### src/logic/chitchat_consts.svh
/*
 * Link constants: protocol version, comma byte, frame geometry,
 * TX buffer depth and loss-of-signal timeout
 */
`ifndef CHITCHAT_CONSTS_SVH
`define CHITCHAT_CONSTS_SVH

// Frame format
`define CC_PROTOCOL_VER 4'd1
`define CC_COMMA        8'hBC
`define CC_FRAME_WORDS  9

// Cycles between frame starts
`define CC_FRAME_PERIOD 12

// Payload entries, also the credit count
`define CC_TX_DEPTH     4

// Cycles without a comma before LOS
`define CC_LOS_TIMEOUT  40

`endif

### src/logic/chitchat_pkg.sv
/*
 * Link types: payload, header, lane word and RX status structs,
 * plus the TX/RX state and fault enums
 */
package chitchat_pkg;

   // Two 32-bit words per frame
   typedef struct packed {
      logic [31:0] data0;
      logic [31:0] data1;
   } cc_payload_t;

   // Word 2 of the frame
   typedef struct packed {
      logic [3:0] protocol_ver;
      logic [2:0] gateware_type;
      logic [2:0] location;
      logic       payload_valid;
      logic [4:0] pad;
   } cc_header_t;

   // One transceiver word
   typedef struct packed {
      logic [15:0] d;
      logic [1:0]  k;
   } cc_lane_t;

   // Identity of the far end
   typedef struct packed {
      logic [3:0]  protocol_ver;
      logic [2:0]  gateware_type;
      logic [2:0]  location;
      logic [15:0] rx_frame_counter;
   } cc_rx_info_t;

   typedef enum logic [2:0] {
      TX_IDLE,
      TX_COMMA,
      TX_HEADER,
      TX_DATA,
      TX_COUNTERS,
      TX_CHECKSUM
   } cc_tx_state_e;

   typedef enum logic {
      RX_HUNT,
      RX_BODY
   } cc_rx_state_e;

   typedef enum logic [3:0] {
      FAULT_NONE      = 4'd0,
      FAULT_CHECKSUM  = 4'd1,
      FAULT_PROTOCOL  = 4'd2,
      FAULT_TRUNCATED = 4'd3
   } cc_fault_e;

endpackage

### src/logic/chitchat_frame_timer.sv
/*
 * Frame period tick, local frame counter and LOS watchdog
 */
`timescale 1ns/1ps
`include "chitchat_consts.svh"

module chitchat_frame_timer (
   input  logic        gtx_tx_clk,
   input  logic        rst,
   input  logic        frame_start,
   input  logic        comma_seen,
   output logic        frame_tick,
   output logic [15:0] local_frame_counter,
   output logic        ccrx_los
);

   localparam int PERIOD_W = $clog2(`CC_FRAME_PERIOD);
   localparam int LOS_W    = $clog2(`CC_LOS_TIMEOUT + 1);

   logic [PERIOD_W-1:0] period_q;
   logic [LOS_W-1:0]    los_q;

   assign frame_tick = (period_q == PERIOD_W'(`CC_FRAME_PERIOD - 1));

   // Watchdog saturates at the timeout
   assign ccrx_los = (los_q >= LOS_W'(`CC_LOS_TIMEOUT));

   always_ff @(posedge gtx_tx_clk) begin
      if (rst) begin
         period_q            <= '0;
         local_frame_counter <= '0;
         // Start in LOS until the first comma shows up
         los_q               <= LOS_W'(`CC_LOS_TIMEOUT);
      end else begin
         period_q <= frame_tick ? '0 : period_q + 1'b1;
         if (frame_start)
            local_frame_counter <= local_frame_counter + 16'd1;
         if (comma_seen)
            los_q <= '0;
         else if (!ccrx_los)
            los_q <= los_q + 1'b1;
      end
   end

endmodule

### src/logic/chitchat_link.sv
/*
 * Link top: frame timer, TX buffer, TX FSM and RX decoder
 */
`timescale 1ns/1ps

module chitchat_link
   import chitchat_pkg::*;
#(
   parameter logic [2:0] GATEWARE_TYPE = 3'd0
) (
   input  logic        gtx_tx_clk,
   input  logic        rst,
   input  logic        tx_transmit_en,
   input  logic [2:0]  tx_location,
   input  logic        tx_valid,
   input  cc_payload_t tx_payload,
   output logic        tx_credit,
   output logic        rx_valid,
   output cc_payload_t rx_payload,
   output cc_rx_info_t rx_info,
   output logic [15:0] txrx_latency,
   output logic        ccrx_frame_drop,
   output cc_fault_e   ccrx_fault,
   output logic [15:0] ccrx_fault_cnt,
   output logic        ccrx_los,
   output logic [15:0] gtx_tx_d,
   output logic [1:0]  gtx_tx_k,
   input  logic [15:0] gtx_rx_d,
   input  logic [1:0]  gtx_rx_k
);

   logic        frame_tick;
   logic        frame_start;
   logic        comma_seen;
   logic [15:0] local_frame_counter;
   logic [15:0] loopback_counter;
   logic        pop;
   logic        empty;
   cc_payload_t head;
   cc_lane_t    tx_lane;
   cc_lane_t    rx_lane;

   // Lane split and merge
   assign gtx_tx_d = tx_lane.d;
   assign gtx_tx_k = tx_lane.k;
   assign rx_lane  = '{d: gtx_rx_d, k: gtx_rx_k};

   chitchat_frame_timer u_timer (
      .gtx_tx_clk          (gtx_tx_clk),
      .rst                 (rst),
      .frame_start         (frame_start),
      .comma_seen          (comma_seen),
      .frame_tick          (frame_tick),
      .local_frame_counter (local_frame_counter),
      .ccrx_los            (ccrx_los)
   );

   chitchat_tx_buffer u_tx_buffer (
      .gtx_tx_clk (gtx_tx_clk),
      .rst        (rst),
      .tx_valid   (tx_valid),
      .tx_payload (tx_payload),
      .pop        (pop),
      .head       (head),
      .empty      (empty),
      .tx_credit  (tx_credit)
   );

   chitchat_tx_fsm #(
      .GATEWARE_TYPE (GATEWARE_TYPE)
   ) u_tx_fsm (
      .gtx_tx_clk          (gtx_tx_clk),
      .rst                 (rst),
      .tx_transmit_en      (tx_transmit_en),
      .tx_location         (tx_location),
      .frame_tick          (frame_tick),
      .empty               (empty),
      .head                (head),
      .local_frame_counter (local_frame_counter),
      .loopback_counter    (loopback_counter),
      .pop                 (pop),
      .frame_start         (frame_start),
      .tx_lane             (tx_lane)
   );

   chitchat_rx_decoder u_rx_decoder (
      .gtx_tx_clk          (gtx_tx_clk),
      .rst                 (rst),
      .rx_lane             (rx_lane),
      .local_frame_counter (local_frame_counter),
      .comma_seen          (comma_seen),
      .loopback_counter    (loopback_counter),
      .rx_valid            (rx_valid),
      .rx_payload          (rx_payload),
      .rx_info             (rx_info),
      .txrx_latency        (txrx_latency),
      .ccrx_frame_drop     (ccrx_frame_drop),
      .ccrx_fault          (ccrx_fault),
      .ccrx_fault_cnt      (ccrx_fault_cnt)
   );

endmodule

### src/logic/chitchat_rx_decoder.sv
/*
 * RX frame parser: comma hunt, checksum and protocol checks,
 * payload and identity outputs, fault counting and latency
 */
`timescale 1ns/1ps
`include "chitchat_consts.svh"

module chitchat_rx_decoder
   import chitchat_pkg::*;
(
   input  logic        gtx_tx_clk,
   input  logic        rst,
   input  cc_lane_t    rx_lane,
   input  logic [15:0] local_frame_counter,
   output logic        comma_seen,
   output logic [15:0] loopback_counter,
   output logic        rx_valid,
   output cc_payload_t rx_payload,
   output cc_rx_info_t rx_info,
   output logic [15:0] txrx_latency,
   output logic        ccrx_frame_drop,
   output cc_fault_e   ccrx_fault,
   output logic [15:0] ccrx_fault_cnt
);

   // Body index of the checksum word
   localparam logic [2:0] LAST = 3'(`CC_FRAME_WORDS - 2);

   cc_rx_state_e state_q;
   logic [2:0]   cnt_q;
   logic [15:0]  sum_q;
   cc_header_t   hdr_q;
   logic [63:0]  data_q;
   logic [15:0]  fc_q;
   logic [15:0]  lb_q;
   cc_fault_e    fault_now;
   logic         frame_end;
   logic         accept;

   assign comma_seen       = (rx_lane.k == 2'b01) && (rx_lane.d[7:0] == `CC_COMMA);
   assign loopback_counter = rx_info.rx_frame_counter;
   assign accept           = frame_end && (fault_now == FAULT_NONE);

   // ------------------------------
   // Frame checks
   // ------------------------------
   always_comb begin
      fault_now = FAULT_NONE;
      frame_end = 1'b0;
      if (state_q == RX_BODY) begin
         if (comma_seen) begin
            fault_now = FAULT_TRUNCATED;
         end else if (cnt_q == LAST) begin
            frame_end = 1'b1;
            if (rx_lane.d != sum_q)
               fault_now = FAULT_CHECKSUM;
            else if (hdr_q.protocol_ver != `CC_PROTOCOL_VER)
               fault_now = FAULT_PROTOCOL;
         end
      end
   end

   always_ff @(posedge gtx_tx_clk) begin
      if (rst) begin
         state_q         <= RX_HUNT;
         cnt_q           <= '0;
         sum_q           <= '0;
         rx_valid        <= 1'b0;
         ccrx_frame_drop <= 1'b0;
         ccrx_fault      <= FAULT_NONE;
         ccrx_fault_cnt  <= '0;
         rx_info         <= '0;
         txrx_latency    <= '0;
      end else begin
         rx_valid        <= accept && hdr_q.payload_valid;
         ccrx_frame_drop <= (fault_now != FAULT_NONE);
         if (fault_now != FAULT_NONE) begin
            ccrx_fault <= fault_now;
            if (ccrx_fault_cnt != 16'hFFFF)
               ccrx_fault_cnt <= ccrx_fault_cnt + 16'd1;
         end
         if (accept) begin
            rx_info <= '{protocol_ver:     hdr_q.protocol_ver,
                         gateware_type:    hdr_q.gateware_type,
                         location:         hdr_q.location,
                         rx_frame_counter: fc_q};
            txrx_latency <= local_frame_counter - lb_q;
         end
         // A comma always restarts, even mid-body
         if (comma_seen) begin
            state_q <= RX_BODY;
            cnt_q   <= '0;
            sum_q   <= '0;
         end else if (state_q == RX_BODY) begin
            if (frame_end) begin
               state_q <= RX_HUNT;
            end else begin
               cnt_q <= cnt_q + 3'd1;
               sum_q <= sum_q + rx_lane.d;
            end
         end
      end
   end

   // Body words land by index
   always_ff @(posedge gtx_tx_clk) begin
      if (state_q == RX_BODY && !comma_seen) begin
         case (cnt_q)
            3'd0: hdr_q <= rx_lane.d;
            3'd1, 3'd2, 3'd3, 3'd4: data_q <= {data_q[47:0], rx_lane.d};
            3'd5: fc_q <= rx_lane.d;
            3'd6: lb_q <= rx_lane.d;
            default: ;
         endcase
      end
      if (accept && hdr_q.payload_valid)
         rx_payload <= data_q;
   end

endmodule

### src/logic/chitchat_tx_buffer.sv
/*
 * TX payload FIFO with credit return, one credit per popped entry
 */
`timescale 1ns/1ps
`include "chitchat_consts.svh"

module chitchat_tx_buffer
   import chitchat_pkg::*;
(
   input  logic        gtx_tx_clk,
   input  logic        rst,
   input  logic        tx_valid,
   input  cc_payload_t tx_payload,
   input  logic        pop,
   output cc_payload_t head,
   output logic        empty,
   output logic        tx_credit
);

   localparam int PTR_W = $clog2(`CC_TX_DEPTH);
   localparam int CNT_W = $clog2(`CC_TX_DEPTH + 1);

   cc_payload_t      mem [`CC_TX_DEPTH];
   logic [PTR_W-1:0] wr_q;
   logic [PTR_W-1:0] rd_q;
   logic [CNT_W-1:0] count_q;

   function automatic logic [PTR_W-1:0] next_ptr(input logic [PTR_W-1:0] p);
      return (p == PTR_W'(`CC_TX_DEPTH - 1)) ? '0 : p + 1'b1;
   endfunction

   assign head  = mem[rd_q];
   assign empty = (count_q == '0);

   // Storage
   always_ff @(posedge gtx_tx_clk) begin
      if (tx_valid)
         mem[wr_q] <= tx_payload;
   end

   // ------------------------------
   // Pointers, occupancy, credits
   // ------------------------------
   always_ff @(posedge gtx_tx_clk) begin
      if (rst) begin
         wr_q      <= '0;
         rd_q      <= '0;
         count_q   <= '0;
         tx_credit <= 1'b0;
      end else begin
         if (tx_valid)
            wr_q <= next_ptr(wr_q);
         if (pop)
            rd_q <= next_ptr(rd_q);
         case ({tx_valid, pop})
            2'b10:   count_q <= count_q + 1'b1;
            2'b01:   count_q <= count_q - 1'b1;
            default: count_q <= count_q;
         endcase
         // Credit goes back the cycle after the entry leaves
         tx_credit <= pop;
      end
   end

endmodule

### src/logic/chitchat_tx_fsm.sv
/*
 * TX frame sequencer: comma, header, payload, counters, checksum
 */
`timescale 1ns/1ps
`include "chitchat_consts.svh"

module chitchat_tx_fsm
   import chitchat_pkg::*;
#(
   parameter logic [2:0] GATEWARE_TYPE = 3'd0
) (
   input  logic        gtx_tx_clk,
   input  logic        rst,
   input  logic        tx_transmit_en,
   input  logic [2:0]  tx_location,
   input  logic        frame_tick,
   input  logic        empty,
   input  cc_payload_t head,
   input  logic [15:0] local_frame_counter,
   input  logic [15:0] loopback_counter,
   output logic        pop,
   output logic        frame_start,
   output cc_lane_t    tx_lane
);

   cc_tx_state_e state_q, next_state;
   logic [1:0]   idx_q, next_idx;
   logic [15:0]  sum_q;
   logic [15:0]  next_word;
   logic [1:0]   next_k;
   logic         add_word;
   logic         pv_q;
   cc_payload_t  pl_q;
   cc_header_t   header;

   assign frame_start = (state_q == TX_IDLE) && frame_tick && tx_transmit_en;
   assign pop         = frame_start && !empty;

   assign header = '{protocol_ver:  `CC_PROTOCOL_VER,
                     gateware_type: GATEWARE_TYPE,
                     location:      tx_location,
                     payload_valid: pv_q,
                     pad:           5'd0};

   // State is the word now on the lane, next_word is the one after it
   always_comb begin
      next_state = state_q;
      next_idx   = idx_q;
      next_word  = 16'd0;
      next_k     = 2'b00;
      add_word   = 1'b1;
      case (state_q)
         TX_IDLE: begin
            add_word = 1'b0;
            if (frame_start) begin
               next_state = TX_COMMA;
               next_word  = {8'h00, `CC_COMMA};
               next_k     = 2'b01;
            end
         end
         TX_COMMA: begin
            next_state = TX_HEADER;
            next_word  = header;
         end
         TX_HEADER: begin
            next_state = TX_DATA;
            next_idx   = 2'd0;
            next_word  = pl_q.data0[31:16];
         end
         TX_DATA: begin
            next_idx = idx_q + 2'd1;
            case (idx_q)
               2'd0: next_word = pl_q.data0[15:0];
               2'd1: next_word = pl_q.data1[31:16];
               2'd2: next_word = pl_q.data1[15:0];
               default: begin
                  next_state = TX_COUNTERS;
                  next_word  = local_frame_counter;
               end
            endcase
         end
         TX_COUNTERS: begin
            if (idx_q == 2'd0) begin
               next_idx  = 2'd1;
               next_word = loopback_counter;
            end else begin
               // Sum already holds words 2 to 8
               next_state = TX_CHECKSUM;
               next_word  = sum_q;
               add_word   = 1'b0;
            end
         end
         default: begin
            next_state = TX_IDLE;
            add_word   = 1'b0;
         end
      endcase
   end

   always_ff @(posedge gtx_tx_clk) begin
      if (rst) begin
         state_q <= TX_IDLE;
         idx_q   <= '0;
         sum_q   <= '0;
         pv_q    <= 1'b0;
         tx_lane <= '0;
      end else begin
         state_q <= next_state;
         idx_q   <= next_idx;
         tx_lane <= '{d: next_word, k: next_k};
         if (frame_start) begin
            sum_q <= '0;
            pv_q  <= !empty;
         end else if (add_word) begin
            sum_q <= sum_q + next_word;
         end
      end
   end

   // Empty buffer sends zero data
   always_ff @(posedge gtx_tx_clk) begin
      if (frame_start)
         pl_q <= empty ? '0 : head;
   end

endmodule

### config.mk
export PLATFORM = sky130hd
export DESIGN_NAME = chitchat_link
export DESIGN_NICKNAME = d
export VERILOG_FILES = /design/src/logic/chitchat_pkg.sv /design/src/logic/chitchat_frame_timer.sv /design/src/logic/chitchat_link.sv /design/src/logic/chitchat_rx_decoder.sv /design/src/logic/chitchat_tx_buffer.sv /design/src/logic/chitchat_tx_fsm.sv
export VERILOG_INCLUDE_DIRS = /design/src /design/src/logic
export SDC_FILE = /design/constraint.sdc
export NUM_CORES = 1
export LEC_CHECK = 0
export BUFFER_PORTS_ARGS = -buffer_cell sky130_fd_sc_hd__buf_2
export CAP_MARGIN = 20
export CELL_PAD_IN_SITES_DETAIL_PLACEMENT = 1
export CELL_PAD_IN_SITES_GLOBAL_PLACEMENT = 2
export CORE_MARGIN = 10
export CORE_UTILIZATION = 30
export DETAILED_ROUTE_END_ITERATION = 8
export GPL_TIMING_DRIVEN = 0
export PLACE_DENSITY = 0.69
export SYNTH_ARGS = -nofsm -noshare
export SYNTH_HDL_FRONTEND = slang
export SYNTH_SLANG_ARGS = --single-unit
### constraint.sdc
create_clock -name gtx_tx_clk -period 8.9 [get_ports gtx_tx_clk]
set_clock_uncertainty 0.05 [all_clocks]
set_input_delay 1.335 -clock gtx_tx_clk [delete_from_list [all_inputs] [get_ports gtx_tx_clk]]
set_output_delay 1.335 -clock gtx_tx_clk [all_outputs]
set_load 0.02 [all_outputs]
# Word level (Yosys, flattened, before mapping)
# Memory sizes are Yosys's and may differ from the RTL's. A register that Yosys moved wholly into a read port is not among the register bits.
# Cells that the tools add are included.
[op_classes]
add_sub_neg = 13
n_lt_le_gt_ge = 1
eq_ne = 28
muxes = 31
bitwise = 2
n_reduce_logical = 32
[op_table]
columns = ["cell", "count"]
rows = [
  ["$pmux 16 s5", 1],
  ["$pmux 16 s3", 1],
  ["$add 16x1->16 const B", 2],
  ["$add 16x16->16", 2],
  ["$mux 16", 1],
  ["$mux 4", 4],
  ["$ne 16x16->1", 1],
  ["$ne 16x16->1 const B", 1],
  ["$sub 16x16->16", 1],
  ["$eq 3x3->1 const B", 5],
  ["$pmux 3 s5", 1],
  ["$reduce_and 2->1", 7],
  ["$eq 3x2->1 const B", 4],
  ["$mux 6", 2],
  ["$mux 1", 10],
  ["$logic_not 3->1", 3],
  ["$mux 3", 3],
  ["$eq 2x2->1 const B", 4],
  ["$eq 8x8->1 const B", 1],
  ["$mux 2", 4],
  ["$mux 8", 1],
  ["$reduce_or 2->1", 4],
  ["$logic_and 1x1->1", 7],
  ["$add 2x1->2 const B", 3],
  ["24 further kinds", 34],
]
[word_totals]
regBits = 329
mem_bits_rw = 256
wordCells = 143
memories = 1
[memory_table]
columns = ["memory", "depth", "word_bits", "rd", "rd_ports_with_merged_regs", "write_ports", "line_no", "rtl"]
rows = [
  ["u_tx_buffer.mem", 4, 64, 1, 1, 1, "chitchat_tx_buffer.sv:23", "cc_payload_t mem [`CC_TX_DEPTH];"],
]

# Longest topological paths before layout
# Gate-level depths: netlist of run 1.
[logic_depth]
ltp_word = 9
mapped_depth = 19

# Hierarchy
# Synthesis of run 1 repeated with hierarchy kept, for this count alone.
[unflattened]
hier_cells = 1780
area_unflattened_um2 = 26091.3
[by_module_without_submodules]
columns = ["module", "instances", "cells_each", "area_per_inst_um2", "seq_area_each_um2"]
rows = [
  ["chitchat_rx_decoder", 1, 784, 9964.6, 6776.5],
  ["chitchat_tx_buffer", 1, 384, 9779.4, 7887.6],
  ["chitchat_tx_fsm", 1, 481, 5109.9, 2702.6],
  ["chitchat_frame_timer", 1, 131, 1237.4, 520.5],
]

# Worst setup path after synthesis of run 1
# Ideal clock, no wire load.
[synth_timing]
path_kind = "input to register"
start = "input gtx_rx_d[3]"
end = "register, netlist name u_rx_decoder.rx_payload[0]"
t_arrival_ns = 4.569
t_required_ns = 8.421
setup_slack_ns = 3.852
cell_stages = 7
n_path_buf = 2
cell_sequence = "ha_1 or4_1 nor2_1 and4_1 clkbuf_1 clkbuf_1 and2_1"
[synth_via]
elab_chain_len = 8
elab_cells_between_ends = 12
cone_classes = "eq/ne (2); mux (6); reduce/logical (4)"
[synth_rtl]
columns = ["item", "line_no", "rtl"]
rows = [
  ["from (decl)", "chitchat_link.sv:28", "input logic [15:0] gtx_rx_d,"],
  ["$ne 16x16->1", "chitchat_rx_decoder.sv:55", "if (rx_lane.d != sum_q)"],
  ["$mux 4", "chitchat_rx_decoder.sv:55", ""],
  ["$mux 4", "chitchat_rx_decoder.sv:53", "end else if (cnt_q == LAST) begin"],
  ["$mux 4", "chitchat_rx_decoder.sv:51", "if (comma_seen) begin"],
  ["$mux 4", "chitchat_rx_decoder.sv:50", "if (state_q == RX_BODY) begin"],
  ["$logic_not 4->1", "chitchat_rx_decoder.sv:42", "assign accept = frame_end && (fault_now == FAULT_NONE);"],
  ["$logic_and 1x1->1 *", "chitchat_rx_decoder.sv:42", ""],
  ["$logic_and 1x1->1 *", "chitchat_rx_decoder.sv:116", "if (accept && hdr_q.payload_valid)"],
]
# Every way passes the cells marked *; elsewhere a longest branch is shown, timed or not.
# A chain may end at the register's enable or synchronous reset.

# Worst setup path after layout of run 1
[layout_timing]
start = "register u_tx_fsm.idx_q[0]"
end = "register u_tx_fsm.sum_q[15]"
[layout_via]
elab_chain_len = 4
elab_cells_between_ends = 9
cone_classes = "add/sub (1); eq/ne (2); mux (5); reduce/logical (1)"
[layout_rtl]
columns = ["item", "line_no", "rtl"]
rows = [
  ["from (decl)", "chitchat_tx_fsm.sv:27", "logic [1:0] idx_q, next_idx;"],
  ["from (signal assigned)", "chitchat_tx_fsm.sv:109", "idx_q <= next_idx;"],
  ["$eq 2x2->1 (tied with other cells)", "chitchat_tx_fsm.sv:72", "case (idx_q)"],
  ["$pmux 16 s3 / $mux 16 (equally long branches)", "chitchat_tx_fsm.sv:72, chitchat_tx_fsm.sv:83", ""],
  ["$pmux 16 s5 *", "chitchat_tx_fsm.sv:52", "case (state_q)"],
  ["via u_tx_fsm.next_word[5]", "chitchat_tx_fsm.sv:29", "logic [15:0] next_word;"],
  ["$add 16x16->16 *", "chitchat_tx_fsm.sv:115", "sum_q <= sum_q + next_word;"],
  ["to (signal assigned)", "chitchat_tx_fsm.sv:115", ""],
  ["to (decl)", "chitchat_tx_fsm.sv:28", "logic [15:0] sum_q;"],
]
# The timed path passes the listed nets; every way through them passes the cells marked *.

==> qor.csv, run 1 <==
metric,value,unit
initial antenna violation count,5,
Post-synth EDFFs,491,
largest net degree at the start of global routing,65,
Skew-Pair Late Insertion Delay,0.64,ns
drt pass-1 iters,6,
initial core utilization,30.3,%
top-count cell post-synth,edfxtp_1,
DR vias/cell,4.79,
RR Endpoint,u_tx_fsm.sum_q[15],
pre-CTS setup slack,3.72,ns
Ports,237,
Final Slew Violations,0,
reg2reg setup slack,4.13,ns
register area share after synthesis,70.1,%
CTS resizes,0,
Rows,106,
share of Yosys cell area claimed by the top area cell type,57.9,%
Worst Setup SP,u_tx_fsm.idx_q[0],
Max IR drop VDD,0.218,mV
Yosys top cell by area,edfxtp_1,
async set-or-reset flop fraction in the synthesized netlist,0,%
P&R area growth vs syn,21.2,%
Crit Path Class,register to register,
most common library cells after synthesis,"491 x edfxtp_1, 155 x dfxtp_1, 154 x nand2_1",
GRT Total Usage,14.4,%
share of cells above drive strength 1,20.9,%
hold wc startpoint,u_rx_decoder.data_q[54],
min Tclk post-route,4.77,ns
first-pass GRT wire length,107000,um
Die H,311,um
vias,15700,
Residual DRC,0,
drt wl/cell,22.0,um
maximum buffer depth of the clock tree,3,
Port Buffer Count,233,
ranking of synthesized cells by area,"edfxtp_1 58%, dfxtp_1 12%, mux4_2 5.7%",
hold-critical path depth,0,
reg2reg start,u_tx_fsm.idx_q[0],
startpoint types,register,
reg2reg path depth,17,
CTS tree,built,
setup TNS,0,ns
RSZ-0062 raised after global routing,false,
Synth Area per Inst,14.5,um2
GRT overflow,0,
gpl congestion,0.834,
Core Region,0.0840,mm2
synthesized instance count,1752,
post-route insts no fill,3268,
die width,311,um
Critical Path Fanout Max,10,
Synth warnings,0,
fmax,210,MHz
CTS sink count,646,
Hold Path Class,register to register,
mapped cell area,0.0255,mm2
final hold violation count,0,
Pwr per Cell Area,221,mW/mm2
Design Power,6820,uW
final setup fails,0,
Die Area,0.0970,mm2
max-cap violation count,0,
WP data required,9.38,ns
Setup crit end kind,register,
Worst-path clk slew,0.06,ns
H-tree Lvls,3,
final WL,71900,um
Slew headroom,36.6,%
dpl cells,3129,
DRT antenna net count,0,
PnR worst setup slack,4.13,ns
CP endpoint,u_tx_fsm.sum_q[15],
Synth Register Bits,646,
Slew @ Worst Pin,0.952,ns
Root Driver,clkbuf_16,
Filler cells,8808,
Finished Core Util,36.8,%
period utilisation layout,53.6,%
Critical Path AT,5.25,ns
CTS buffer count,74,
outcome,"finished, final reports clean",
"Setup Fix Bufs, Post-CTS",0,
CTS hold repair buffers,0,
Most used DFF post-synth,edfxtp_1,
HPWL Detailed,52300,um
vias in the first global route,16500,
fin nets,2230,
DRT iter0 DRCs,1035,
leakage power,0.0108,uW
Synth cell types,67,
[cells in the final DEF (no fill, tap or decap), drive strengths merged, types with 15 or more instances in the layout]
master,count
ha,65
or3,15
a222oi,18
clkinv,31
a21oi,130
nand2,154
nor2,109
buf,258
dfxtp,155
nor3,24
clkbuf,149
edfxtp,491
nand4,15
and3,15
nor2b,74
xnor2,36
mux4,64
nand3,24
xor2,22
a211oi,18
and2,19
o21ai,54
inv,52
[power breakdown]
| part | internal [uW] | leakage (uW) | switching [uW] | total (uW) |
|---|---|---|---|---|
| sequential | 3290 | 0.00572 | 17.1 | 3310 |
| combinational | 97.5 | 0.00381 | 194 | 291 |
| clock | 1920 | 0.00125 | 1300 | 3220 |
| total | 5310 | 0.0108 | 1510 | 6820 |
[per-stage QoR]
step | area (um2) | hold WS, ns
floorplan | 25500 | 0.350
global placement | 28100 | 0.351
detailed placement | 28300 | 0.356
CTS | 30900 | 0.369
global route | 30900 | 0.376
finish | 30900 | 0.367
[cell type report]
class | count | area [um2] | share of cell area [%]
inverters | 51 | 193 | 0.624
clock buffers | 90 | 1920 | 6.22
repair buffers | 242 | 1340 | 4.33
plain buffers | 75 | 300 | 0.972
flip-flops and latches | 646 | 17800 | 57.8
multi-input cells | 982 | 7170 | 23.2
diodes | 1 | 2.50 | 0.00810
clock inverters | 47 | 694 | 2.25
well taps | 1134 | 1420 | 4.59
[worst min-delay path by stage]
stage,endpoint,slack [ns]
after floorplan,u_rx_decoder.rx_payload[48],0.35
after global placement,u_rx_decoder.rx_payload[52],0.35
after detailed placement,u_rx_decoder.rx_payload[57],0.36
after CTS,u_rx_decoder.rx_payload[51],0.37
after global routing,u_rx_decoder.rx_payload[49],0.38
final,u_rx_decoder.rx_payload[54],0.37
[sequential cells by signal, indices dropped and copies added (netlist names), 10 cells and up]
signal / cells
u_rx_decoder.hdr_q: 11
u_rx_decoder.loopback_counter: 16
u_rx_decoder.rx_payload: 64
u_rx_decoder.sum_q: 16
u_tx_buffer.mem: 256
u_rx_decoder.data_q: 64
u_rx_decoder.rx_info: 10
u_rx_decoder.lb_q: 16
u_tx_fsm.tx_lane: 17
u_rx_decoder.ccrx_fault_cnt: 16
u_tx_fsm.pl_q: 64
u_timer.local_frame_counter: 16
u_rx_decoder.fc_q: 16
u_tx_fsm.sum_q: 16
u_rx_decoder.txrx_latency: 16
[cells by family (layout without fill, tap and decap cells)]
group / after synthesis / after routing / share of synthesized area [%]
fa+ha+maj: 69 / 69 / 3.51
flops: 646 / 646 / 70.1
xor+xnor: 58 / 58 / 1.99
other cells: 1 / 4 / 0.0147
simple gates: 484 / 484 / 9.31
buf+inv: 126 / 505 / 1.93
compound gates: 298 / 298 / 7.28
mux: 70 / 70 / 5.90
[metal layers]
metal  vias up  routed length [um]  GRT usage (%)
li1       7219                   -              -
met5         -                  20              0
met1      7875               31900           19.0
met2       433               32900           22.8
met4         2                2210           4.93
met3       134                4870           3.78
[worst max-delay path, cell delays in order (launching register included)]
cell and delay [ns]:
dfxtp_1 0.43, inv_1 0.11, ha_1 0.27, clkbuf_1 0.27, buf_1 0.35, a222oi_1 0.45
nor2_1 0.08, a21oi_1 0.27, o211ai_1 0.22, ha_1 0.48, nand4_1 0.11, or3_1 0.37
a31oi_1 0.31, nand4_1 0.20, a31oi_1 0.25, xor2_1 0.12, a211o_1 0.29, nand2_1 0.05
Power figures use the tool's default switching activity.
==> run 2: changes to the inputs <==
- clock period: 8.9 -> 4.6 ns (I/O delays scaled with it)
==> run 2 against run 1 <==
Against the previous run: non-clock buffer count is 4 higher; highest routed layer unchanged; worst hold slack got worse by 0.16 ns; core utilization grew 0.10 points; sequential share of layout area fell by 0.16 points; global-route usage about the same; cell area rose by 0.28%; maximum frequency rose by 8.1%; via count hardly changed; register-to-register slack lost 3.9 ns.
==> qor.csv, run 2 (same netlist as run 1, synthesis figures left out) <==
metric,value,unit,change
outcome,"finished, final reports clean",,unchanged
M3 GR Usage,3.79,%,was 3.78%
H-tree Lvls,3,,unchanged
Final Slew Violations,0,,unchanged
Critical Path Fanout Max,10,,unchanged
HPWL Detailed,52300,um,unchanged
fmax,227,MHz,was 210 MHz
reg2reg setup slack,0.19,ns,was 4.13 ns
DRT antenna net count,0,,unchanged
CTS buffer count,74,,unchanged
Hold Path Class,primary input to register,,was register to register
Skew-Pair Late Insertion Delay,0.64,ns,about the same
reg2reg path depth,17,,unchanged
reg2reg start,u_tx_fsm.idx_q[0],,unchanged
Slew headroom,36.6,%,about the same
Worst-path clk slew,0.06,ns,about the same
DR vias/cell,4.79,,about the same
max FFs per register,256,,unchanged
Critical Path AT,4.90,ns,was 5.25 ns
Core Region,0.0840,mm2,unchanged
min Tclk post-route,4.41,ns,was 4.77 ns
DRT iter0 DRCs,987,,was 1035
RR Endpoint,u_tx_fsm.sum_q[15],,unchanged
Die H,311,um,unchanged
Setup crit end kind,register,,unchanged
CTS sink count,646,,unchanged
drt pass-1 iters,5,,was 6
most frequent cells in the layout,"491 x edfxtp_1, 242 x buf_2, 155 x dfxtp_1",,"was 491 x edfxtp_1, 241 x buf_2, 155 x dfxtp_1"
period utilisation layout,95.9,%,was 53.6%
Crit Path Class,register to register,,unchanged
Root Driver,clkbuf_16,,unchanged
RSZ-0062 raised after global routing,true,,was false
CTS tree,built,,unchanged
"most common cell after layout, fill and taps aside",edfxtp_1,,unchanged
P&R area growth vs syn,21.6,%,was 21.2%
Max IR drop VDD,0.424,mV,was 0.218 mV
post-route insts no fill,3272,,was 3268
hold wc startpoint,tx_payload[40],,was u_rx_decoder.data_q[54]
hold-critical path depth,1,,was 0
final hold violation count,0,,unchanged
initial antenna violation count,5,,unchanged
grt met2 use,22.8,%,about the same
startpoint types,register,,unchanged
first-pass GRT wire length,107000,um,about the same
leakage power,0.0108,uW,about the same
Residual DRC,0,,unchanged
Port Buffer Count,233,,unchanged
die width,311,um,unchanged
busiest layer in global routing,met2,,unchanged
initial core utilization,30.3,%,unchanged
max-cap violation count,0,,unchanged
share of cells above drive strength 1,21.6,%,was 20.9%
GR Layer Usage met1,19.0,%,about the same
Pwr per Cell Area,426,mW/mm2,was 221 mW/mm2
Die Area,0.0970,mm2,unchanged
GRT overflow,0,,unchanged
WP data required,5.08,ns,was 9.38 ns
dpl cells,3129,,unchanged
GRT Total Usage,14.4,%,about the same
final WL,71900,um,about the same
vias in the first global route,16500,,about the same
vias,15700,,about the same
gpl congestion,0.834,,unchanged
fin nets,2234,,was 2230
Slew @ Worst Pin,0.951,ns,was 0.952 ns
Rows,106,,unchanged
"Most flops, register",u_tx_buffer.mem,,unchanged
Ports,237,,unchanged
largest net degree at the start of global routing,65,,unchanged
Worst Hold End,u_tx_buffer.mem[3][40],,was u_rx_decoder.rx_payload[54]
maximum buffer depth of the clock tree,3,,unchanged
final setup fails,0,,unchanged
Min Hold Slack,0.208,ns,was 0.367 ns
drt wl/cell,22.0,um,about the same
[run 2: cell types whose count changed in the layout (fill, tap and decap cells not counted), sizes merged]
cell / before / now
clkbuf: 149 / 147
buf: 258 / 264
[run 2: timing repair]
item,CTS,global route
pin swaps,3,3
buffers inserted,4,2
gates resized for setup,3,18
hold buffers,0,0
cloned,0,0
setup endpoints to repair,4,5
[run 2: how the worst max path moves through the flow]
stage,start,end,cells after the start
6_report,u_tx_fsm.idx_q[0],u_tx_fsm.sum_q[15],17
5_1_grt,u_tx_fsm.idx_q[0],u_tx_fsm.sum_q[14],16
4_1_cts,u_tx_fsm.idx_q[0],u_tx_fsm.sum_q[15],17
3_5_place_dp,u_tx_fsm.state_q[2],u_tx_fsm.sum_q[14],18
3_3_place_gp,gtx_rx_d[1],u_rx_decoder.data_q[49],7
2_1_floorplan,gtx_rx_d[3],u_rx_decoder.rx_payload[0],7
[run 2: area by class of cell]
cell class                 instances  area, um2
fill                            8804      53000
multi-input combinational        982       7210
clock inverter                    47        694
inverter                          51        193
clock buffer                      90       1920
buffer                            74        307
tap                             1134       1420
antenna                            1       2.50
timing repair buffer             247       1380
sequential                       646      17800
[run 2: per-layer routing]
metal | up-vias | wire length, um | share of wire, %
li1 | 7232 | - | -
met1 | 7862 | 32100 | 45
met2 | 440 | 32800 | 46
met3 | 139 | 4740 | 6.6
met4 | 2 | 2290 | 3.2
met5 | - | 20 | 0.028
[run 2: critical path: stages, from the launching register on]
cell      delay (ns)
dfxtp_1         0.43
inv_1           0.11
ha_1            0.30
clkbuf_2        0.23
buf_2           0.25
a222oi_1        0.35
o21ai_0         0.18
nand2_1         0.13
nand3_1         0.15
ha_1            0.42
o21ai_0         0.14
or3_1           0.43
a31oi_2         0.25
nand4_1         0.18
a31oi_1         0.25
xor2_1          0.12
a211o_1         0.29
nand2_1         0.05
[run 2: through the flow]
step	instance area, um2	setup TNS [ns]	power [uW]	worst slack (ns)	utilization, %
after CTS	30900	0	13400	0.0176	36.8
final	31000	0	13200	0.188	36.9
after global routing	31000	-0.0123	13700	-0.0123	36.9
after detailed placement	28300	-0.942	7100	-0.450	33.7
after global placement	28100	-186.06	7080	-1.56	33.4
after floorplan	25500	0	6830	0.197	-
[run 2: where the power goes]
| part | total [uW] | switching (uW) | internal (uW) | leakage [uW] |
|---|---|---|---|---|
| combinational | 571 | 377 | 194 | 0.00386 |
| sequential | 6410 | 33.1 | 6370 | 0.00572 |
| clock | 6230 | 2510 | 3720 | 0.00125 |
| total | 13200 | 2920 | 10300 | 0.0108 |
